--- src/hw/mem_hier_params.svh ---
// Widths and timing constants for the memory hierarchy
// Address split, cache geometry and SRAM access length

`ifndef MEM_HIER_PARAMS_SVH
`define MEM_HIER_PARAMS_SVH

////////////////////////////////////////
// CPU side
`define MH_ADDR_W 32 // Byte address
`define MH_DATA_W 32 // One cache line holds one word
`define MH_OFFSET_W 2 // Byte offset inside a word

////////////////////////////////////////
// Cache geometry
`define MH_INDEX_W 11 // 2048 lines
`define MH_TAG_W 19 // Address bits above index and offset

////////////////////////////////////////
// External pseudo-SRAM
`define MH_SRAM_ADDR_W 23 // Halfword address
`define MH_SRAM_WAIT 3 // Cycles per halfword access

`endif

--- src/hw/mem_hier_pkg.sv ---
// Shared types of the memory hierarchy
// Controller states, SRAM phases, tag entries, request and response

`default_nettype none

`include "mem_hier_params.svh"

package mem_hier_pkg;

	// Bit 0 data port, bit 1 instruction port, bit 2 write
	typedef enum logic [2:0] {
		cs_idle           = 3'b000, // Hits or nothing requested
		cs_d_miss         = 3'b001, // Data fill
		cs_i_miss         = 3'b010, // Instruction fill
		cs_id_miss        = 3'b011, // Both fills
		cs_d_write        = 3'b101, // Write-through
		cs_d_write_i_miss = 3'b111 // Instruction fill, then write-through
	} cache_state_e;

	typedef enum logic [2:0] {
		sp_idle, // Waiting for a request
		sp_lo,   // Low halfword on the bus
		sp_hi,   // High halfword on the bus
		sp_done  // Request drops, one turnaround cycle
	} sram_phase_e;

	typedef struct packed {
		logic                 valid;
		logic [`MH_TAG_W-1:0] tag;
	} tag_entry_t;

	// Cache controller to SRAM controller
	typedef struct packed {
		logic                  i_en;    // Instruction word fill
		logic                  d_en;    // Data word fill or write
		logic                  d_write; // Data job is a write
		logic [`MH_ADDR_W-1:0] i_addr;  // Word aligned
		logic [`MH_ADDR_W-1:0] d_addr;  // Word aligned
		logic [`MH_DATA_W-1:0] d_wdata;
	} mem_req_t;

	// SRAM controller back to the cache controller
	typedef struct packed {
		logic                  ready; // One cycle, all jobs done
		logic [`MH_DATA_W-1:0] i_rdata;
		logic [`MH_DATA_W-1:0] d_rdata;
	} mem_rsp_t;

endpackage

`default_nettype wire

--- src/hw/cache_ctrl.sv ---
// Cache controller for the unified direct-mapped cache
// Hit detection, miss and write FSM, array writes, CPU stall
// Write-through with write-allocate

`default_nettype none

`include "mem_hier_params.svh"

module cache_ctrl (
	input  wire logic                        clk,
	input  wire logic                        rst,
	input  wire logic                        ie,
	input  wire logic                        de,
	input  wire logic                        drw,
	input  wire logic [`MH_ADDR_W-1:0]       iaddr,
	input  wire logic [`MH_ADDR_W-1:0]       daddr,
	input  wire logic [`MH_DATA_W-1:0]       din,
	input  wire mem_hier_pkg::tag_entry_t    i_tag_rd,
	input  wire mem_hier_pkg::tag_entry_t    d_tag_rd,
	input  wire mem_hier_pkg::mem_rsp_t      rsp,
	output logic                             cpu_stall,
	output mem_hier_pkg::mem_req_t           req,
	output logic      [`MH_INDEX_W-1:0]      i_index,
	output logic      [`MH_INDEX_W-1:0]      d_index,
	output logic                             i_we,
	output logic                             d_we,
	output mem_hier_pkg::tag_entry_t         i_tag_wr,
	output mem_hier_pkg::tag_entry_t         d_tag_wr,
	output logic      [`MH_DATA_W-1:0]       i_data_wr,
	output logic      [`MH_DATA_W-1:0]       d_data_wr
);

	import mem_hier_pkg::*;

	// Longest group is two words of two halfwords plus overhead
	localparam int unsigned busy_max = 4 * `MH_SRAM_WAIT + 4;

	cache_state_e state;
	cache_state_e state_nxt;

	logic [`MH_TAG_W-1:0] i_tag;
	logic [`MH_TAG_W-1:0] d_tag;
	logic i_hit;
	logic d_hit;
	logic i_miss;
	logic d_miss;
	logic d_wr;      // Write still to be sent through
	logic wr_done;   // Write finished in the previous cycle
	logic i_sel;     // State serves the instruction port
	logic d_sel;     // State serves the data port
	logic wr_sel;    // Data job is a write
	logic same_word; // Both ports on one word
	logic [7:0] busy_cycles;

	////////////////////////////////////////
	// Address split and hit detection

	assign i_tag   = iaddr[`MH_ADDR_W-1 -: `MH_TAG_W];
	assign d_tag   = daddr[`MH_ADDR_W-1 -: `MH_TAG_W];
	assign i_index = iaddr[`MH_OFFSET_W +: `MH_INDEX_W];
	assign d_index = daddr[`MH_OFFSET_W +: `MH_INDEX_W];

	// Tags come from the falling edge of this cycle
	assign i_hit = i_tag_rd.valid && (i_tag_rd.tag == i_tag);
	assign d_hit = d_tag_rd.valid && (d_tag_rd.tag == d_tag);

	assign i_miss = ie && !i_hit;
	assign d_miss = de && !drw && !d_hit;
	assign d_wr   = de && drw && !wr_done; // Every write goes to the SRAM once

	assign same_word = (iaddr[`MH_ADDR_W-1:`MH_OFFSET_W] == daddr[`MH_ADDR_W-1:`MH_OFFSET_W]);

	////////////////////////////////////////
	// FSM

	always_comb begin
		state_nxt = state;
		case (state)
			cs_idle: begin
				if (i_miss && d_wr)
					state_nxt = cs_d_write_i_miss;
				else if (d_wr)
					state_nxt = cs_d_write; // Also with the instruction port idle
				else if (i_miss && d_miss)
					state_nxt = cs_id_miss;
				else if (i_miss)
					state_nxt = cs_i_miss;
				else if (d_miss)
					state_nxt = cs_d_miss; // Also without a fetch
			end
			default: begin
				if (rsp.ready)
					state_nxt = cs_idle;
			end
		endcase
	end

	always_ff @(posedge clk) begin
		if (rst) begin
			state   <= cs_idle;
			wr_done <= 1'b0;
		end else begin
			state   <= state_nxt;
			wr_done <= wr_sel && rsp.ready;
		end
	end

	// Stall until the cycle after the group ends, when the arrays read the new line
	assign cpu_stall = (state != cs_idle) || (state_nxt != cs_idle);

	assign i_sel  = state[1];
	assign d_sel  = state[0];
	assign wr_sel = state[2];

	////////////////////////////////////////
	// SRAM request, held by the registered state

	always_comb begin
		req.i_en    = i_sel;
		req.d_en    = d_sel;
		req.d_write = wr_sel;
		req.i_addr  = {iaddr[`MH_ADDR_W-1:`MH_OFFSET_W], {`MH_OFFSET_W{1'b0}}};
		req.d_addr  = {daddr[`MH_ADDR_W-1:`MH_OFFSET_W], {`MH_OFFSET_W{1'b0}}};
		req.d_wdata = din;
	end

	////////////////////////////////////////
	// Array writes on ready

	assign i_we = i_sel && rsp.ready;
	assign d_we = d_sel && rsp.ready;

	assign i_tag_wr = '{valid: 1'b1, tag: i_tag};
	assign d_tag_wr = '{valid: 1'b1, tag: d_tag};

	// Fetch of the word being written sees the new value
	assign i_data_wr = (wr_sel && same_word) ? din : rsp.i_rdata;
	assign d_data_wr = wr_sel ? din : rsp.d_rdata; // Write-allocate

	// Two ports on one index with different tags
	// cannot share the line; the RAM check catches it

	////////////////////////////////////////
	// Checks

	always_ff @(posedge clk) begin
		if (rst || state == cs_idle)
			busy_cycles <= '0;
		else
			busy_cycles <= busy_cycles + 8'd1;
	end

	// SRAM controller finishes every group in time
	assert property (@(posedge clk) disable iff (rst)
		busy_cycles <= 8'(busy_max))
		else $error("cache_ctrl: stuck in state %s", state.name());

	// CPU released only after the SRAM side reports ready
	assert property (@(posedge clk) disable iff (rst)
		$fell(cpu_stall) |-> $past(rsp.ready))
		else $error("cache_ctrl: stall dropped before ready");

endmodule

`default_nettype wire

--- config.mk ---
export PLATFORM = sky130hd
export DESIGN_NAME = cache_ctrl
export DESIGN_NICKNAME = d
export VERILOG_FILES = /design/src/hw/mem_hier_pkg.sv /design/src/hw/cache_ctrl.sv
export VERILOG_INCLUDE_DIRS = /design/src /design/src/hw
export SDC_FILE = /design/constraint.sdc
export NUM_CORES = 1
export LEC_CHECK = 0
export BUFFER_PORTS_ARGS = -buffer_cell sky130_fd_sc_hd__buf_4
export CORE_AREA = 2 2 169 171
export CTS_BUF_LIST = sky130_fd_sc_hd__clkbuf_4 sky130_fd_sc_hd__clkbuf_8 sky130_fd_sc_hd__clkbuf_16
export DETAILED_ROUTE_END_ITERATION = 8
export DIE_AREA = 0 0 171 173
export PLACE_DENSITY = 0.4
export SYNTH_ARGS = -nofsm -noshare
export SYNTH_HDL_FRONTEND = slang
export SYNTH_SLANG_ARGS = --single-unit
--- constraint.sdc ---
create_clock -name clk -period 2.8 [get_ports clk]
set_input_delay 0.14 -clock clk [delete_from_list [all_inputs] [get_ports clk]]
set_output_delay 0.14 -clock clk [all_outputs]
set_load 0.03 [all_outputs]
==> results.txt, run 1 <==
The flow ran to the end, and the final reports show no timing, DRC or antenna violations. The starting DRC count in detailed routing was 47; the worst path buffer plus inverter count was 3. In this run the cell area of the synthesized design comes to 3050 sq um. Entering global routing, the biggest net connects 37 pins. The mean cell area of the mapped netlist is 8.80 sq um, and the layout overhead on the synthesized area is 83.4%. Row generation in the floorplan step produced 61 rows.

The met1 wire length was 5320 microns; the area of the core region was 27600 sq um. The post-route fraction of the period consumed by the critical path is 0.829, and the horizontal extent of the die is 171 microns. In this run, distinct cell masters in the synthesized netlist total 30. The total of buffers placed on input and output ports works out to 423. In the detailed route, the total length drawn on met3 is 1630 microns. The post-detailed-routing wire length is 15000 microns.

The number of detailed-route iterations in the first pass is 4, and the standby leakage power is 2.81 nW. The tools report the final number of max-transition violations as 0. Top cell type by total area after synthesis: sky130_fd_sc_hd__buf_4. Yosys printed 0 warnings.

The number of global-route vias before repair came out at 3241. The final route contains 3210 vias. The global routing usage summed across all routing layers was 0.0906. The floorplan die area came out at 29600 sq um. After detailed routing, the number of remaining DRC violations is 0. For this design, the CTS-stage hold fixing added 0 buffers. The run gives 434 as the number of I/O pins. Summed over all nets, the half-perimeter wirelength after detailed placement is 13800 microns.

The category of the worst setup path launch point is a primary input. The run gives 0 as the antenna violation net count after detailed routing. After layout, the worst setup slack is 0.479 ns.

The power per cell area came out at 269 nW/um^2. The run gives 2 as the maximum count of clock buffers along a single path. The number of clock sinks seen by CTS was 4; the required time reported for the critical path endpoint was 2.66 ns.

Of all nets on the critical path, the largest fanout is 32. Data arrival time at the worst-slack endpoint: 2.18 ns. The post-synthesis sequential element count came out at 4. In the routed layout, each cell is associated on average with a via count of 3.24. 0 antenna diodes ended up in the layout. For the finished layout, the period the worst path requires is 2.32 ns. The tools report the number of levels in the clock H-tree as 1.

Uppermost signal routing layer after detailed routing: met4. The first global-routing pass estimated 20200 microns of wire. Across the run, the number of max-cap violations was 0. Sorting the synthesized cells by area gives the leading types as sky130_fd_sc_hd__buf_4 (39%), sky130_fd_sc_hd__mux2_4 (15%), sky130_fd_sc_hd__xnor2_1 (13%). The top cell type's share of synthesized area works out to 0.389.

Setup violations remaining at the end of the flow were counted as 0. The worst setup path is of the primary input to output pin kind. The clock transition at the registers of the reported paths works out to 0.03 ns. In the final routed layout, each cell accounts on average for 15.2 microns.

Timing analysis after detailed placement gives a worst setup slack of 0.409 ns. The effective utilization at floorplan is 0.110, and the aggregate global routing overflow is 0. Setup repair after global routing left no endpoint under its margin. The worst max-slew margin expressed relative to the limit came out at 0.589.

The root buffer cell chosen for the clock tree is sky130_fd_sc_hd__clkbuf_16. The count of buffers added by post-CTS timing repair for setup is 0, and the total CTS buffers is 3. Upper clock frequency limit: 431 MHz. Fraction of layout instances using a drive strength above 1: 0.812.

The critical path capture point type is an output pin. The kind of cell with the highest combined delay along the critical path is simple AND/OR/NAND/NOR gates. For the pin with the worst max-slew slack, the measured transition is 0.612 ns. Post-cts sizing count: 0. The critical path goes through buf_4, xnor2_1, nand4_1, nor4_1, nand4_4, buf_12, mux2_4, buf_4. The final design utilization came out at 0.202.

The tools report the routed length on met2 as 7970 microns. For this run, the slowest stage of the critical path takes 0.40 ns. The tools report the global placer's final weighted congestion as 0.725. Worst min-delay path category: primary input to register.

The logs give 821 for the layout net count and 0.0263 for the sequential area share after synthesis. The clock skew after layout is 0.000576 ns, and the final-report hold violation count is 0. The tools report the maximum resistive drop on vdd as 0.120 mV.

In this design, the critical path's most frequently occurring cell is sky130_fd_sc_hd__buf_4. The initial antenna violation count was 0. TritonCTS built the clock tree. The logs give 346 for the cell count after synthesis and 0.102 ns for the hold slack.

The die outline height is 173 microns, and the total power consumption of the routed design is 1.50 mW. On the critical path, the stage with the largest delay is an instance of sky130_fd_sc_hd__xnor2_1. The insertion delay to the later sink of the worst-skew pair was 0.22 ns; the summed negative setup slack over all endpoints was 0 ns.
state kept, by name, summed over array words and instances (netlist names):
signal and cells:
state 3, wr_done 1
where the power goes:
part | internal [mW] | total [mW] | switching, mW
registers | 0.0618 | 0.0659 | 0.00406
clock network | 0.182 | 0.222 | 0.0398
logic | 0.539 | 1.21 | 0.673
per-layer routing:
layer | global-route usage | vias up
li1 | - | 1526
met1 | 0.0993 | 1424
met2 | 0.181 | 254
met3 | 0.0185 | 6
met4 | 0.00918 | 0
met5 | 0 | -
path summary, 6_finish.rpt:
check	startpoint	to	slack, ns	depth (start not counted)
max	iaddr[19]	i_data_wr[30]	0.48	8
min	rst	state[2]	0.10	2
max reg2reg	state[2]	state[0]	1.07	5
min reg2reg	state[1]	state[1]	0.52	2
kinds of logic (layout without fill, tap and decap cells):
group | count (synthesis) | in the layout | synth area share
compound gates | 7 | 7 | 0.0168
xor+xnor | 68 | 68 | 0.198
buf+inv | 165 | 428 | 0.406
flops | 4 | 4 | 0.0263
mux | 64 | 64 | 0.274
other cells | 2 | 6 | 0.00247
simple gates | 36 | 36 | 0.0768
worst register-to-register path: stages (launching register included):
cell and delay, ns:
sky130_fd_sc_hd__dfxtp_2 0.31, sky130_fd_sc_hd__buf_4 0.26, sky130_fd_sc_hd__nor3_1 0.43, sky130_fd_sc_hd__nand4b_1 0.24, sky130_fd_sc_hd__a31o_2 0.25, sky130_fd_sc_hd__a41oi_1 0.15
cells in the mapped netlist:
| library cell | instances |
|---|---|
| sky130_fd_sc_hd__xor2_1 | 23 |
| sky130_fd_sc_hd__and2_1 | 2 |
| sky130_fd_sc_hd__nor2_1 | 2 |
| sky130_fd_sc_hd__nand2_1 | 3 |
| sky130_fd_sc_hd__nand3b_1 | 1 |
| sky130_fd_sc_hd__mux2_4 | 30 |
| sky130_fd_sc_hd__mux2_2 | 34 |
| sky130_fd_sc_hd__nor4_2 | 2 |
| sky130_fd_sc_hd__nand3_1 | 1 |
| sky130_fd_sc_hd__xnor2_1 | 44 |
| sky130_fd_sc_hd__nor4_1 | 5 |
| sky130_fd_sc_hd__nand2b_1 | 3 |
| sky130_fd_sc_hd__nand4b_1 | 1 |
| sky130_fd_sc_hd__a41oi_1 | 1 |
| sky130_fd_sc_hd__buf_2 | 1 |
| sky130_fd_sc_hd__a21oi_1 | 2 |
| sky130_fd_sc_hd__buf_6 | 3 |
| sky130_fd_sc_hd__xnor2_2 | 1 |
| sky130_fd_sc_hd__o311ai_0 | 1 |
| sky130_fd_sc_hd__nand4_2 | 1 |
| sky130_fd_sc_hd__dfxtp_1 | 4 |
| sky130_fd_sc_hd__nor3_1 | 2 |
| sky130_fd_sc_hd__a31o_2 | 1 |
| sky130_fd_sc_hd__and3b_1 | 1 |
| sky130_fd_sc_hd__nand4_1 | 12 |
| sky130_fd_sc_hd__buf_1 | 3 |
| sky130_fd_sc_hd__buf_4 | 158 |
| sky130_fd_sc_hd__o211ai_1 | 1 |
| sky130_fd_sc_hd__o31ai_1 | 1 |
| sky130_fd_sc_hd__conb_1 | 2 |
layout by cell type (no fill, tap or decap):
cell and count:
sky130_fd_sc_hd__nand4b_1 1, sky130_fd_sc_hd__dfxtp_1 3, sky130_fd_sc_hd__o31ai_1 1, sky130_fd_sc_hd__nor4_2 2
sky130_fd_sc_hd__conb_1 6, sky130_fd_sc_hd__a31o_2 1, sky130_fd_sc_hd__buf_12 1, sky130_fd_sc_hd__nor3_1 2
sky130_fd_sc_hd__xor2_1 23, sky130_fd_sc_hd__o311ai_0 1, sky130_fd_sc_hd__nor4_1 5, sky130_fd_sc_hd__and2_1 2
sky130_fd_sc_hd__and3b_1 1, sky130_fd_sc_hd__a41oi_1 1, sky130_fd_sc_hd__mux2_4 30, sky130_fd_sc_hd__nand3_1 1
sky130_fd_sc_hd__mux2_2 34, sky130_fd_sc_hd__xnor2_2 1, sky130_fd_sc_hd__nand3b_1 1, sky130_fd_sc_hd__nand2b_1 3
sky130_fd_sc_hd__nand4_1 12, sky130_fd_sc_hd__clkbuf_16 3, sky130_fd_sc_hd__xnor2_1 44, sky130_fd_sc_hd__o211ai_1 1
sky130_fd_sc_hd__a21oi_1 2, sky130_fd_sc_hd__buf_4 424, sky130_fd_sc_hd__nand2_1 3, sky130_fd_sc_hd__nand4_4 1
sky130_fd_sc_hd__nor2_1 2, sky130_fd_sc_hd__dfxtp_2 1
per-stage QoR:
step	std cells	cell area, sq um
2_1_floorplan	350	3060
3_3_place_gp	988	5510
3_5_place_dp	988	5510
4_1_cts	991	5590
5_1_grt	991	5590
6_report	991	5590
final cells by class:
| class | instances | area, sq um |
|---|---|---|
| Tap cell | 378 | 473 |
| Fill cell | 3107 | 22000 |
| Sequential cell | 4 | 81.3 |
| Clock buffer | 3 | 75.1 |
| Multi-Input combinational cell | 181 | 1750 |
| Timing Repair Buffer | 425 | 3200 |
(Power assumes the default switching activity.)
==> inputs of run 2 (changes only) <==
CORE_AREA = 2 2 171 173   (was 2 2 169 171)
DIE_AREA = 0 0 173 175   (was 0 0 171 173)
clock period = 2 ns   (was 2.8 ns; I/O delays follow)
==> run 2 against run 1 <==
  * The run now ends with negative setup slack left
  * Largest power group unchanged
  * Critical path type unchanged
  * Utilization is 0.82 points higher
  * Combinational power is 46% higher
  * Via count is 2.9% higher
  * Global-route usage is 0.74 points higher
  * Non-clock buffer count is 22 higher
==> results.txt, run 2 (same netlist as run 1, synthesis figures left out) <==
The tools report the area of the core region as 28400 sq um (+2.8%). The tools report the largest net degree at the start of global routing as 29 (-22%). The clock skew after layout was 0.000786 ns (+0.000210 ns).

The via count of the routed design was 3302 (+2.9%). The die outline height is 175 microns (+1.2%), and the number of levels in the clock H-tree is 1 (unchanged). Type of the worst setup path: primary input to output pin. Post-DP HPWL: 14500 microns (+5.1%).

The count of standard-cell rows is 62 (+1.6%). The tools report the critical path capture point type as an output pin. The logs give 0 (unchanged) for the final-report hold violation count and 0.813 (+0.005) for the part of the power in combinational logic. The tools report the total area of multi-input combinational cells as 1770 sq um (+1.2%).

The tools report the hold slack as 0.0546 ns (-0.0473 ns). The number of buffers inserted by hold repair at cts was 0 (unchanged); the maximum resistive drop on vdd was 0.175 mV (+47%). The average wire length per cell after detail routing was 16.0 microns (+5.7%); the post-route fraction of the period consumed by the critical path was 1.01. The final non-filler cell total is 1019 (+2.8%). First-pass GRT wire length: 22000 microns (+9.3%).

The tools report the number of I/O pins as 434 (unchanged). The category of the worst setup path launch point was a primary input. The number of global-route vias before repair was 3374 (+4.1%). Setup repair after global routing could not meet its margin everywhere. The fraction of layout instances using a drive strength above 1 was 0.824 (+0.0112). The starting DRC count in detailed routing was 21 (-55%). Horizontal extent of the die: 173 microns (+1.2%). The final number of max-transition violations was 0 (unchanged); the global placer's final weighted congestion was 0.778 (+7.3%). The switching part of the total works out to 0.471 (-0.00720).

The min-delay analysis places its worst path in the category primary input to register. Aggregate global routing overflow: 0 (unchanged). The checks that failed: negative setup slack. For the global routing usage summed across all routing layers, the log shows 0.0980 (+0.00741). Subtracting the final worst setup slack from the clock period gives 2.01 ns.

The run gives 1.90 ns (-0.76 ns) as the required time reported for the critical path endpoint. For the total CTS buffers, the log shows 3 (unchanged). The flow ran to the end, but the final reports show violations. The via density per instance is 3.24 (about the same).

The tools report the number of clock sinks seen by CTS as 4 (unchanged). The tree is rooted in a sky130_fd_sc_hd__clkbuf_16. The power per cell area was 363 nW/um^2 (+35%); the standby leakage power was 3.01 nW (+6.8%). Clock network fraction of design power: 0.144 (-0.004).

The tools report the layout net count as 843 (+2.7%). The run gives 1.91 ns (-0.27 ns) as the data arrival time at the worst-slack endpoint. The upper clock frequency limit was 497 MHz; the total of buffers placed on input and output ports was 423 (unchanged). The most common cell after layout, fill and taps aside is sky130_fd_sc_hd__buf_4.

The total inserted antenna cells is 0 (unchanged). The floorplan die area is 30300 sq um (+2.3%). In the final layout, the registers with the most flip-flops are state x3, wr_done x1. The maximum count of clock buffers along a single path was 2 (unchanged); the peak fanout along the critical path was 8 (-75%).

The internal power is 1.15 mW (+47%), and the antenna violation net count after detailed routing is 0 (unchanged). Clock transition at the registers of the reported paths: 0.03 ns (about the same). The top cell types in the final layout, fill and taps aside, are sky130_fd_sc_hd__buf_4 (410), sky130_fd_sc_hd__xnor2_1 (42), sky130_fd_sc_hd__mux2_2 (34), sky130_fd_sc_hd__buf_6 (32), sky130_fd_sc_hd__mux2_4 (30).

The logs give 0 (unchanged) for the number of design rule violations left after detail routing and 4 (unchanged) for the number of detailed-route iterations in the first pass. The number of maximum-capacitance violations came out at 0 (unchanged). Final setup violation count: 3 (+3).

The final worst-path setup slack was -0.0110 ns (-0.490 ns). TritonCTS built the clock tree. The effective utilization at floorplan is 0.107 (-0.00296). The flip-flop count of the largest register after layout was 3 (unchanged); the initial antenna violation count was 1 (+1). The sequential cell area was 81.3 sq um (unchanged); the sequential group share of total power was 0.043 (about the same). The area growth from synthesis to layout is 96.1%. The register with the most flip-flops in the final layout is state. Filler cell count in the final layout: 3154 (+1.5%). The insertion delay to the later sink of the worst-skew pair came out at 0.22 ns (about the same). The post-detailed-routing wire length was 16300 microns (+8.7%). Reported net switching power: 1.02 mW (+43%). The run gives 1012 (+2.4%) as the number of instances in the placed design.
run 2: cell types whose count changed in the layout (fill, tap and decap cells not counted), sizes merged:
cell | before | now
buf | 425 | 447
run 2: layout make-up:
class | instances | share of cell area
well taps | 384 | 0.0805
multi-input cells | 181 | 0.297
clock buffers | 3 | 0.0126
flip-flops and latches | 4 | 0.0136
repair buffers | 447 | 0.596
run 2: worst max-delay path, stage by stage:
cell and delay, ns:
sky130_fd_sc_hd__buf_4 0.14, sky130_fd_sc_hd__xnor2_2 0.18, sky130_fd_sc_hd__nand4_1 0.17, sky130_fd_sc_hd__nor4_2 0.30
sky130_fd_sc_hd__buf_4 0.17, sky130_fd_sc_hd__nand4_4 0.08, sky130_fd_sc_hd__buf_12 0.16, sky130_fd_sc_hd__buf_12 0.15
sky130_fd_sc_hd__mux2_4 0.32, sky130_fd_sc_hd__buf_6 0.14
run 2: power by group through the flow:
stage	registers, mW	clock network [mW]	logic (mW)
after floorplan	0.102	0	1.06
final	0.0931	0.313	1.77
after global placement	0.0939	0	1.76
after CTS	0.0936	0.314	1.79
after global routing	0.0944	0.320	1.85
after detailed placement	0.0946	0	1.76
run 2: timing repair:
item | CTS | global route
cloned | 3 | 0
setup buffers | 1 | 0
pin swaps | 1 | 0
setup endpoints to repair | 32 | 32
resized for setup | 37 | 1
run 2: worst paths after layout:
kind | startpoint | to | slack [ns] | cells past startpoint
setup / recovery | daddr[14] | i_data_wr[5] | -0.01 | 10
hold reg to reg | state[1] | state[1] | 0.52 | 2
hold / removal | rst | state[2] | 0.05 | 2
setup reg to reg | state[2] | state[0] | 0.54 | 6
run 2: through the flow:
step | setup WS (ns) | cell area, sq um | power (mW) | util | setup TNS [ns]
2_1_floorplan | 0.0561 | 3060 | 1.16 | - | 0
3_3_place_gp | -0.0270 | 5650 | 1.85 | 0.199 | -0.460
3_5_place_dp | -0.0377 | 5650 | 1.85 | 0.199 | -0.782
4_1_cts | -0.0363 | 5970 | 2.20 | 0.210 | -0.753
5_1_grt | -0.0965 | 5970 | 2.27 | 0.210 | -2.72
6_report | -0.0110 | 5970 | 2.17 | 0.210 | -0.0200
run 2: routing by layer:
metal | share of wire | vias to the layer above | global-route usage
met1 | 0.37 | 1455 | 0.106
met3 | 0.080 | 7 | 0.0207
li1 | - | 1582 | -
met5 | 0 | - | 0
met4 | 0.0028 | 0 | 0.00530
met2 | 0.55 | 258 | 0.201
